===== src/common/lsu_bus_pkg.sv =====
// Data bus constants
`default_nettype none

package lsu_bus_pkg;

  // Byte address width on the data bus
  localparam int unsigned ADDR_W = 32;

  // One enable per byte lane of a 32-bit word
  localparam int unsigned BE_W = 4;

  // Byte offset inside a word, the low address bits that the bus drops
  localparam int unsigned OFS_W = 2;

endpackage

`default_nettype wire


===== src/common/rv_isa_pkg.sv =====
// RV32 ISA constants
`default_nettype none

package rv_isa_pkg;

  // Integer register and data word width
  localparam int unsigned XLEN = 32;

  // Register file geometry, with x0 counted as one of the entries
  localparam int unsigned REG_AW = 5;
  localparam int unsigned NUM_REGS = 32;

  // Load/store width codes follow the funct3 field of the RV32I loads
  localparam int unsigned WIDTH_W = 3;

  // Signed byte, also the store byte code
  localparam logic [WIDTH_W-1:0] LSU_B = 3'b000;

  // Signed halfword, also the store halfword code
  localparam logic [WIDTH_W-1:0] LSU_H = 3'b001;

  // Full word for both loads and stores
  localparam logic [WIDTH_W-1:0] LSU_W = 3'b010;

  // Unsigned byte, only meaningful for loads
  localparam logic [WIDTH_W-1:0] LSU_BU = 3'b100;

  // Unsigned halfword, only meaningful for loads
  localparam logic [WIDTH_W-1:0] LSU_HU = 3'b101;

endpackage

`default_nettype wire


===== src/common/exec_op_if.sv =====
// Accepted execute operation
`timescale 1ns/10ps
`default_nettype none

interface exec_op_if;

  // High for exactly the cycle in which the execute handshake completes
  logic                               fire;
  logic                               is_load;
  logic                               is_store;
  logic                               we_rd;
  logic [rv_isa_pkg::REG_AW-1:0]      rd_addr;
  // ALU result, only used when the operation is not a memory access
  logic [rv_isa_pkg::XLEN-1:0]        result;
  // Byte address of a load or store, not yet aligned
  logic [lsu_bus_pkg::ADDR_W-1:0]     addr;
  logic [rv_isa_pkg::WIDTH_W-1:0]     width;
  logic [rv_isa_pkg::XLEN-1:0]        store_data;

  // The top level produces the operation from its execute ports
  modport src (
    output fire, is_load, is_store, we_rd, rd_addr, result, addr, width, store_data
  );

  // The LSU needs the memory fields only
  modport lsu (input fire, is_load, is_store, rd_addr, addr, width, store_data);

  // Writeback takes ALU results straight from the accepted operation
  modport wb (input fire, is_load, is_store, we_rd, rd_addr, result);

endinterface

`default_nettype wire


===== src/common/lsu_rsp_if.sv =====
// Completed load response
`timescale 1ns/10ps
`default_nettype none

interface lsu_rsp_if;

  // Single-cycle pulse; writeback has no way to stall it
  logic                               valid;
  logic [rv_isa_pkg::REG_AW-1:0]      rd_addr;
  logic [rv_isa_pkg::WIDTH_W-1:0]     width;
  // Byte offset of the load inside the returned word
  logic [lsu_bus_pkg::OFS_W-1:0]      ofs;
  // Raw bus word, still unshifted and unextended
  logic [rv_isa_pkg::XLEN-1:0]        rdata;

  // The LSU returns the load context together with the bus word
  modport lsu (output valid, rd_addr, width, ofs, rdata);

  // Writeback formats the word and writes it to the register file
  modport wb (input valid, rd_addr, width, ofs, rdata);

endinterface

`default_nettype wire


===== src/hdl/lsu/lsu.sv =====
// Load/store unit
`timescale 1ns/10ps
`default_nettype none

module lsu (
  input  wire                                   clk,
  input  wire                                   rst_n_i,
  exec_op_if.lsu                                op,
  lsu_rsp_if.lsu                                rsp,
  output logic                                  busy_o,
  output logic                                  dmem_req_valid_o,
  input  wire                                   dmem_req_ready_i,
  output logic                                  dmem_we_o,
  output logic [lsu_bus_pkg::ADDR_W-1:0]        dmem_addr_o,
  output logic [lsu_bus_pkg::BE_W-1:0]          dmem_be_o,
  output logic [rv_isa_pkg::XLEN-1:0]           dmem_wdata_o,
  input  wire                                   dmem_rsp_valid_i,
  input  wire  [rv_isa_pkg::XLEN-1:0]           dmem_rdata_i
);

  // Request valid stays up from acceptance until the bus takes the request
  logic                                 req_valid_q;
  // Set for loads from acceptance until the read data comes back
  logic                                 rsp_pend_q;
  logic                                 mem_fire;
  logic [lsu_bus_pkg::OFS_W-1:0]        ofs;

  // Request payload, held steady while the bus stalls
  logic                                 req_we_q;
  logic [lsu_bus_pkg::ADDR_W-1:0]       req_addr_q;
  logic [lsu_bus_pkg::BE_W-1:0]         req_be_q;
  logic [rv_isa_pkg::XLEN-1:0]          req_wdata_q;

  // Load context that travels back with the response word
  logic [rv_isa_pkg::REG_AW-1:0]        ld_rd_q;
  logic [rv_isa_pkg::WIDTH_W-1:0]       ld_width_q;
  logic [lsu_bus_pkg::OFS_W-1:0]        ld_ofs_q;

  // Byte enables of the access, moved to the lane selected by the offset
  function automatic logic [lsu_bus_pkg::BE_W-1:0] lane_be(
    input logic [rv_isa_pkg::WIDTH_W-1:0] width,
    input logic [lsu_bus_pkg::OFS_W-1:0]  lane
  );
    logic [lsu_bus_pkg::BE_W-1:0] base;
    case (width)
      rv_isa_pkg::LSU_B, rv_isa_pkg::LSU_BU: base = lsu_bus_pkg::BE_W'(4'b0001);
      rv_isa_pkg::LSU_H, rv_isa_pkg::LSU_HU: base = lsu_bus_pkg::BE_W'(4'b0011);
      rv_isa_pkg::LSU_W:                     base = '1;
      default:                               base = '1;
    endcase
    return base << lane;
  endfunction

  // Only memory operations start a bus access
  assign mem_fire = op.fire & (op.is_load | op.is_store);
  assign ofs      = op.addr[lsu_bus_pkg::OFS_W-1:0];

  always_ff @(posedge clk) begin
    if (!rst_n_i) begin
      req_valid_q <= 1'b0;
      rsp_pend_q  <= 1'b0;
    end else begin
      // The execute port is stalled while busy, so a new access never overlaps
      if (mem_fire) begin
        req_valid_q <= 1'b1;
      end else if (req_valid_q && dmem_req_ready_i) begin
        req_valid_q <= 1'b0;
      end
      if (mem_fire && op.is_load) begin
        rsp_pend_q <= 1'b1;
      end else if (dmem_rsp_valid_i) begin
        rsp_pend_q <= 1'b0;
      end
    end
  end

  // Capture the request at acceptance
  always_ff @(posedge clk) begin
    if (mem_fire) begin
      req_we_q    <= op.is_store;
      // The bus sees word addresses only and the offset moves into the byte lanes
      req_addr_q  <= {op.addr[lsu_bus_pkg::ADDR_W-1:lsu_bus_pkg::OFS_W],
                      {lsu_bus_pkg::OFS_W{1'b0}}};
      req_be_q    <= lane_be(op.width, ofs);
      req_wdata_q <= op.store_data << {ofs, 3'b000};
      ld_rd_q     <= op.rd_addr;
      ld_width_q  <= op.width;
      ld_ofs_q    <= ofs;
    end
  end

  // Stores finish at the handshake, loads at the response
  assign busy_o = req_valid_q | rsp_pend_q;

  assign dmem_req_valid_o = req_valid_q;
  assign dmem_we_o        = req_we_q;
  assign dmem_addr_o      = req_addr_q;
  assign dmem_be_o        = req_be_q;
  assign dmem_wdata_o     = req_wdata_q;

  // The response passes through in the same cycle so the write lands on its edge
  assign rsp.valid   = dmem_rsp_valid_i & rsp_pend_q;
  assign rsp.rd_addr = ld_rd_q;
  assign rsp.width   = ld_width_q;
  assign rsp.ofs     = ld_ofs_q;
  assign rsp.rdata   = dmem_rdata_i;

endmodule

`default_nettype wire


===== src/hdl/mem_wb_top.sv =====
// Memory and writeback top level
`timescale 1ns/10ps
`default_nettype none

module mem_wb_top (
  input  wire                                   clk,
  input  wire                                   rst_n_i,
  // Execute handshake and operation fields
  input  wire                                   ex_valid_i,
  output logic                                  ex_ready_o,
  input  wire                                   ex_is_load_i,
  input  wire                                   ex_is_store_i,
  input  wire                                   ex_we_rd_i,
  input  wire  [rv_isa_pkg::REG_AW-1:0]         ex_rd_addr_i,
  input  wire  [rv_isa_pkg::XLEN-1:0]           ex_result_i,
  input  wire  [lsu_bus_pkg::ADDR_W-1:0]        ex_addr_i,
  input  wire  [rv_isa_pkg::WIDTH_W-1:0]        ex_width_i,
  input  wire  [rv_isa_pkg::XLEN-1:0]           ex_store_data_i,
  // Data bus request
  output logic                                  dmem_req_valid_o,
  input  wire                                   dmem_req_ready_i,
  output logic                                  dmem_we_o,
  output logic [lsu_bus_pkg::ADDR_W-1:0]        dmem_addr_o,
  output logic [lsu_bus_pkg::BE_W-1:0]          dmem_be_o,
  output logic [rv_isa_pkg::XLEN-1:0]           dmem_wdata_o,
  // Data bus read response
  input  wire                                   dmem_rsp_valid_i,
  input  wire  [rv_isa_pkg::XLEN-1:0]           dmem_rdata_i,
  // Read ports standing in for decode
  input  wire  [rv_isa_pkg::REG_AW-1:0]         rs1_addr_i,
  input  wire  [rv_isa_pkg::REG_AW-1:0]         rs2_addr_i,
  output logic [rv_isa_pkg::XLEN-1:0]           rs1_data_o,
  output logic [rv_isa_pkg::XLEN-1:0]           rs2_data_o,
  output logic [rv_isa_pkg::XLEN-1:0]           fwd_data_o
);

  logic                                 lsu_busy;
  logic                                 rf_we;
  logic [rv_isa_pkg::REG_AW-1:0]        rf_waddr;
  logic [rv_isa_pkg::XLEN-1:0]          rf_wdata;

  exec_op_if u_op ();
  lsu_rsp_if u_rsp ();

  // The execute port stalls for the whole memory access
  assign ex_ready_o = ~lsu_busy;

  assign u_op.fire       = ex_valid_i & ex_ready_o;
  assign u_op.is_load    = ex_is_load_i;
  assign u_op.is_store   = ex_is_store_i;
  assign u_op.we_rd      = ex_we_rd_i;
  assign u_op.rd_addr    = ex_rd_addr_i;
  assign u_op.result     = ex_result_i;
  assign u_op.addr       = ex_addr_i;
  assign u_op.width      = ex_width_i;
  assign u_op.store_data = ex_store_data_i;

  lsu u_lsu (
    .clk              (clk),
    .rst_n_i          (rst_n_i),
    .op               (u_op.lsu),
    .rsp              (u_rsp.lsu),
    .busy_o           (lsu_busy),
    .dmem_req_valid_o (dmem_req_valid_o),
    .dmem_req_ready_i (dmem_req_ready_i),
    .dmem_we_o        (dmem_we_o),
    .dmem_addr_o      (dmem_addr_o),
    .dmem_be_o        (dmem_be_o),
    .dmem_wdata_o     (dmem_wdata_o),
    .dmem_rsp_valid_i (dmem_rsp_valid_i),
    .dmem_rdata_i     (dmem_rdata_i)
  );

  wb u_wb (
    .clk        (clk),
    .rst_n_i    (rst_n_i),
    .op         (u_op.wb),
    .rsp        (u_rsp.wb),
    .rf_we_o    (rf_we),
    .rf_waddr_o (rf_waddr),
    .rf_wdata_o (rf_wdata),
    .fwd_data_o (fwd_data_o)
  );

  regfile u_regfile (
    .clk      (clk),
    .rst_n_i  (rst_n_i),
    .we_i     (rf_we),
    .waddr_i  (rf_waddr),
    .wdata_i  (rf_wdata),
    .raddr1_i (rs1_addr_i),
    .raddr2_i (rs2_addr_i),
    .rdata1_o (rs1_data_o),
    .rdata2_o (rs2_data_o)
  );

endmodule

`default_nettype wire


===== src/hdl/regfile.sv =====
// Integer register file
`timescale 1ns/10ps
`default_nettype none

module regfile (
  input  wire                                   clk,
  input  wire                                   rst_n_i,
  input  wire                                   we_i,
  input  wire  [rv_isa_pkg::REG_AW-1:0]         waddr_i,
  input  wire  [rv_isa_pkg::XLEN-1:0]           wdata_i,
  input  wire  [rv_isa_pkg::REG_AW-1:0]         raddr1_i,
  input  wire  [rv_isa_pkg::REG_AW-1:0]         raddr2_i,
  output logic [rv_isa_pkg::XLEN-1:0]           rdata1_o,
  output logic [rv_isa_pkg::XLEN-1:0]           rdata2_o
);

  logic [rv_isa_pkg::XLEN-1:0] regs_q [rv_isa_pkg::NUM_REGS];

  // All entries start at zero after reset
  always_ff @(posedge clk) begin
    if (!rst_n_i) begin
      for (int i = 0; i < rv_isa_pkg::NUM_REGS; i++) begin
        regs_q[i] <= '0;
      end
    end else if (we_i && (waddr_i != '0)) begin
      regs_q[waddr_i] <= wdata_i;
    end
  end

  // Asynchronous reads, x0 forced to zero
  assign rdata1_o = (raddr1_i == '0) ? '0 : regs_q[raddr1_i];
  assign rdata2_o = (raddr2_i == '0) ? '0 : regs_q[raddr2_i];

endmodule

`default_nettype wire


===== src/hdl/wb.sv =====
// Writeback select and forwarding
`timescale 1ns/10ps
`default_nettype none

module wb (
  input  wire                                   clk,
  input  wire                                   rst_n_i,
  exec_op_if.wb                                 op,
  lsu_rsp_if.wb                                 rsp,
  output logic                                  rf_we_o,
  output logic [rv_isa_pkg::REG_AW-1:0]         rf_waddr_o,
  output logic [rv_isa_pkg::XLEN-1:0]           rf_wdata_o,
  output logic [rv_isa_pkg::XLEN-1:0]           fwd_data_o
);

  logic                                 alu_we;
  logic                                 wr_req;
  // Copy of the last value written, offered for forwarding
  logic [rv_isa_pkg::XLEN-1:0]          bkp_q;

  // Move the addressed byte or halfword down to bit 0 and extend it
  function automatic logic [rv_isa_pkg::XLEN-1:0] fmt_load(
    input logic [rv_isa_pkg::WIDTH_W-1:0] width,
    input logic [lsu_bus_pkg::OFS_W-1:0]  ofs,
    input logic [rv_isa_pkg::XLEN-1:0]    rdata
  );
    logic [rv_isa_pkg::XLEN-1:0] data;
    data = rdata >> {ofs, 3'b000};
    case (width)
      rv_isa_pkg::LSU_B:  return {{(rv_isa_pkg::XLEN-8){data[7]}}, data[7:0]};
      rv_isa_pkg::LSU_H:  return {{(rv_isa_pkg::XLEN-16){data[15]}}, data[15:0]};
      rv_isa_pkg::LSU_BU: return {{(rv_isa_pkg::XLEN-8){1'b0}}, data[7:0]};
      rv_isa_pkg::LSU_HU: return {{(rv_isa_pkg::XLEN-16){1'b0}}, data[15:0]};
      rv_isa_pkg::LSU_W:  return data;
      default:            return data;
    endcase
  endfunction

  // ALU results write at acceptance; memory operations write later, if at all
  assign alu_we = op.fire & op.we_rd & ~op.is_load & ~op.is_store;

  always_comb begin
    wr_req     = alu_we;
    rf_waddr_o = op.rd_addr;
    rf_wdata_o = op.result;
    // A load response only arrives while the execute port is stalled,
    // so it can never meet an ALU write in the same cycle
    if (rsp.valid) begin
      wr_req     = 1'b1;
      rf_waddr_o = rsp.rd_addr;
      rf_wdata_o = fmt_load(rsp.width, rsp.ofs, rsp.rdata);
    end
    // Writes to x0 are discarded here so they never disturb the backup copy
    rf_we_o = wr_req & (rf_waddr_o != '0);
  end

  always_ff @(posedge clk) begin
    if (!rst_n_i) begin
      bkp_q <= '0;
    end else if (rf_we_o) begin
      bkp_q <= rf_wdata_o;
    end
  end

  // Visible one cycle after the write, same as the register file
  assign fwd_data_o = bkp_q;

endmodule

`default_nettype wire

===== config.mk =====
export PLATFORM = sky130hd
export DESIGN_NAME = mem_wb_top
export DESIGN_NICKNAME = d
export VERILOG_FILES = /design/src/common/lsu_bus_pkg.sv /design/src/common/rv_isa_pkg.sv /design/src/common/exec_op_if.sv /design/src/common/lsu_rsp_if.sv /design/src/hdl/lsu/lsu.sv /design/src/hdl/mem_wb_top.sv /design/src/hdl/regfile.sv /design/src/hdl/wb.sv
export SDC_FILE = /design/constraint.sdc
export NUM_CORES = 2
export LEC_CHECK = 0
export BUFFER_PORTS_ARGS = -buffer_cell sky130_fd_sc_hd__buf_4
export CAP_MARGIN = 20
export CORE_MARGIN = 10
export CORE_UTILIZATION = 32
export DETAILED_ROUTE_END_ITERATION = 10
export PLACE_DENSITY_LB_ADDON = 0.1
export SETUP_SLACK_MARGIN = 0.4
export SYNTH_ARGS = -nofsm -noshare
export SYNTH_HDL_FRONTEND = slang
export SYNTH_HIERARCHICAL = 1
export SYNTH_SLANG_ARGS = --single-unit

===== constraint.sdc =====
create_clock -name clk -period 7.1 [get_ports clk]
set_clock_uncertainty 0.1 [all_clocks]
set_input_delay 1.42 -clock clk [delete_from_list [all_inputs] [get_ports clk]]
set_output_delay 1.42 -clock clk [all_outputs]
set_load 0.03 [all_outputs]

==> parameters.txt <==
Parameter                              Value

Global route
  Remaining global-route overflow    0
  GRT Total Usage    22.61%
  Antenna violations before repair    16
  Vias in the first global route    39.54k
  Maximum number of pins on one net before global-route repair    80
  Global-route wire length before repair    326.2 mm

Job
  Count of max-cap constraint violations    0

Outcome
  Outcome    finished, final reports clean

Placement
  Port Buf Inserts    318
  Last weighted congestion value of the routability-driven placer    approximately 0.80
  Post-DP Area    approximately 66000 sq um
  Placed wire-length estimate    148.9 mm

Clock tree
  Clock buffers created by TritonCTS    137
  Post-cts repair resize count    0
  Depth of the CTS H-tree    4
  Count of buffers added by post-CTS timing repair for setup    0
  Worst skew pair latency    between 700 and 800 ps
  Buffers from clock root to sink, at most    3
  Cell chosen for the clock root    sky130_fd_sc_hd__clkbuf_16
  Count of hold-fix buffers inserted at cts    0
  CTS tree    yes
  Clock Pin Slew Worst Setup and Hold Paths    50 ps
  Clock net sink count    ~1.1k

Setup path
  Kind of critical path    input port to output port
  Required time at the worst-slack endpoint    5580 ps
  WP data arrival    4760 ps
  Worst R2R Setup Slack    2840 ps
  Crit Reg-Reg Endpoint    u_regfile/regs_q[28][14]$_SDFFCE_PN0P_
  Critical path launch point type    input port
  R2R cell count    11
  Worst Setup End Kind    output port
  Reg2reg start    u_lsu/rsp_pend_q$_SDFFE_PN0P_
  CP max FO    34

Pwr
  Switching power of the nets    ~0.0045 W
  Post-layout power    ~0.017 W
  Total internal power    0.01238 W
  VDD IR-drop max    0.1711 mV
  Combinational share of power    12.9%
  Relative contribution of sequential cells to total power    45.7%
  Switching part of the total    26.71%
  Total power density per cell area    241.0 nW/um^2
  Part of the power in the clock network    41.3%
  Leakage power summed over all cells    25.32 nW

STA
  Hold Vio Cnt, Final    0
  Headroom to the max-slew limit    21.46%
  Sum Neg Setup Slack    0 ps
  Shortest clock period the worst path allows after layout    6279 ps
  Tightest hold margin    386.9 ps
  RSZ-0062 raised after global routing    no
  Slew of the pin with the lowest slew margin    1178 ps
  Final setup violating endpoints    0
  Upper clock frequency limit    159.3 MHz
  Max-slew violations    0
  Post-route clock period utilization    88.44%

Synth
  Synth Area per Inst    approximately 15 sq um
  Number of warnings printed during yosys synthesis    6
  Top cells by area, synth    sky130_fd_sc_hd__edfxtp_1, sky130_fd_sc_hd__mux4_2, sky130_fd_sc_hd__and2_1, sky130_fd_sc_hd__mux2i_1, sky130_fd_sc_hd__clkbuf_1
  Most area-hungry cell type in the Yosys netlist    sky130_fd_sc_hd__edfxtp_1
  Post-Synthesis Cell Area    59910 sq um
  Synth top area share    approximately 55%
  Number of cells produced by synthesis    slightly below 4k
  Sequential element share of the synthesized area    56.32%
  Async set or reset register ratio after synthesis    0%
  Number of flops mapped to enable cells by yosys    1101
  Post-synthesis cell type count    64
  Number of flip-flops and latches in the synthesized netlist    1135
  Synth Flop Type    sky130_fd_sc_hd__edfxtp_1

Min path
  Hold path startpoint    u_wb/fwd_data_o[9]$_SDFFE_PN0P_
  Cell count of the worst hold path    2
  Type of the worst min-delay path    register to register
  Worst hold path endpoint    u_wb/fwd_data_o[9]$_SDFFE_PN0P_

Finish
  Area of all placed cells without fillers    70120 sq um
  Most common cell after layout, fill and taps aside    sky130_fd_sc_hd__edfxtp_1
  # nets final    4369
  Synthesis-to-layout area growth    17.04%
  Proportion of layout cells with a drive suffix above 1    31.34%
  Filler cell count in the final layout    around 17k
  Most frequent cells in the layout    sky130_fd_sc_hd__edfxtp_1, sky130_fd_sc_hd__and2_1, sky130_fd_sc_hd__buf_4, sky130_fd_sc_hd__mux4_2, sky130_fd_sc_hd__mux2i_1

Routing
  Post-detailed-route wirelength per cell    34.72 microns
  Number of remaining DRC errors    0
  Per-cell via count in the routed design    between 5 and 6
  Initial detailed-routing violation count    4288
  Wire length reported by the detailed router    roughly 240 mm
  Number of detailed-route iterations in the first pass    5
  Post-DRT Antenna Nets    0
  Routed via count    between 30k and 40k

Die
  Starting density of the core    32.24%
  Die boundary width    between 400 and 500 microns
  Standard-cell rows    158
  I/O pin count    321
  Core region area    about 190000 sq um
  Floorplan die height    452.7 microns
  Die outline area    204900 sq um
[metal layers]
metal,global-route usage (%),up-vias,wire [microns]
li1,-,15840,-
met1,30.09,19990,99730
met2,35.90,1617,109900
met3,4.924,342,16860
met4,8.979,2,9982
met5,0,-,11
[worst max-delay path by stage]
stage / endpoint / cells past startpoint / start
final: rs2_data_o[15] / 8 / rs2_addr_i[1]
after global routing: rs2_data_o[9] / 8 / rs2_addr_i[1]
after CTS: rs2_data_o[9] / 8 / rs2_addr_i[1]
after detailed placement: rs2_data_o[9] / 8 / rs2_addr_i[1]
after global placement: rs2_data_o[9] / 8 / rs2_addr_i[1]
after floorplan: u_regfile/regs_q[16][0]$_SDFFCE_PN0P_ / 7 / dmem_rsp_valid_i
[through the flow]
stage               worst slack [ps]  utilization (%)  instances
floorplan                       1085                -       4005
global placement               695.6            35.29       6547
detailed placement             668.7            35.35       6553
CTS                            671.7            37.69       6800
global route                   797.2            37.73       6805
finish                         820.7            37.73       6811
[critical path, cell delays in order]
cell and delay (ps):
sky130_fd_sc_hd__buf_6 360, sky130_fd_sc_hd__buf_4 520, sky130_fd_sc_hd__nor2b_4 70, sky130_fd_sc_hd__buf_4 370
sky130_fd_sc_hd__a22o_1 360, sky130_fd_sc_hd__a2111oi_1 970, sky130_fd_sc_hd__nor3_1 340, sky130_fd_sc_hd__buf_4 280
[cells by family (layout without fill, tap and decap cells)]
family	count (synthesis)	in the layout	share of synthesized area (%)
other	2	42	0.01253
flip-flops	1135	1135	56.32
AND/OR/NAND/NOR	1269	1269	12.86
AO/OA/AOI/OAI	380	380	4.833
multiplexers	721	721	22.09
buffers and inverters	466	784	3.878
[power groups by stage]
stage | clock network (W) | logic [W] | registers (W)
floorplan | 0 | 0.00117 | 0.00790
global placement | 0 | 0.00220 | 0.00786
detailed placement | 0 | 0.00221 | 0.00786
CTS | 0.00715 | 0.00221 | 0.00772
global route | 0.00740 | 0.00228 | 0.00775
finish | 0.00698 | 0.00219 | 0.00773
[registers in the layout (all words and copies together), names as in the netlist, 2 cells and up]
name                flops
u_regfile/regs_q     1024
u_lsu/dmem_wdata_o     32
u_lsu/rsp.width         3
u_lsu/rsp.ofs           2
u_lsu/dmem_be_o         4
u_lsu/dmem_addr_o      30
u_lsu/rsp.rd_addr       5
u_wb/fwd_data_o        32
[synthesized netlist by cell type (all sizes together), types with 2 or more instances]
| cell | instances |
|---|---|
| o21a | 4 |
| a311oi | 16 |
| nand2b | 13 |
| nor4 | 9 |
| nor2b | 19 |
| o2bb2ai | 8 |
| nand4b | 2 |
| o32ai | 7 |
| or2 | 5 |
| a22o | 51 |
| and2 | 1005 |
| nand2 | 37 |
| o22ai | 80 |
| o211a | 2 |
| nor3 | 87 |
| or3b | 3 |
| inv | 13 |
| or3 | 4 |
| edfxtp | 1101 |
| dfxtp | 34 |
| nand3 | 5 |
| a211oi | 36 |
| a22oi | 27 |
| a32o | 4 |
| mux4 | 477 |
| clkbuf | 281 |
| buf | 172 |
| a2111oi | 29 |
| o221ai | 35 |
| mux2 | 41 |
| a221oi | 3 |
| nand3b | 7 |
| o21ai | 43 |
| a21oi | 28 |
| mux2i | 203 |
| nor2 | 65 |
| and3 | 2 |
| conb | 2 |
| o211ai | 3 |
| nand4 | 2 |
[final cells by class]
cell class	instances	area [sq um]	share of cell area [%]
Clock buffer	173	3656	5.214
Antenna cell	8	20.02	0.02855
Tap cell	2480	3103	4.425
Clock inverter	74	694.4	0.9903
Inverter	13	48.80	0.06959
Sequential cell	1135	33740	48.12
Timing Repair Buffer	524	4205	5.997
Multi-Input combinational cell	2404	24650	35.15
Power figures use the tool's default switching activity.
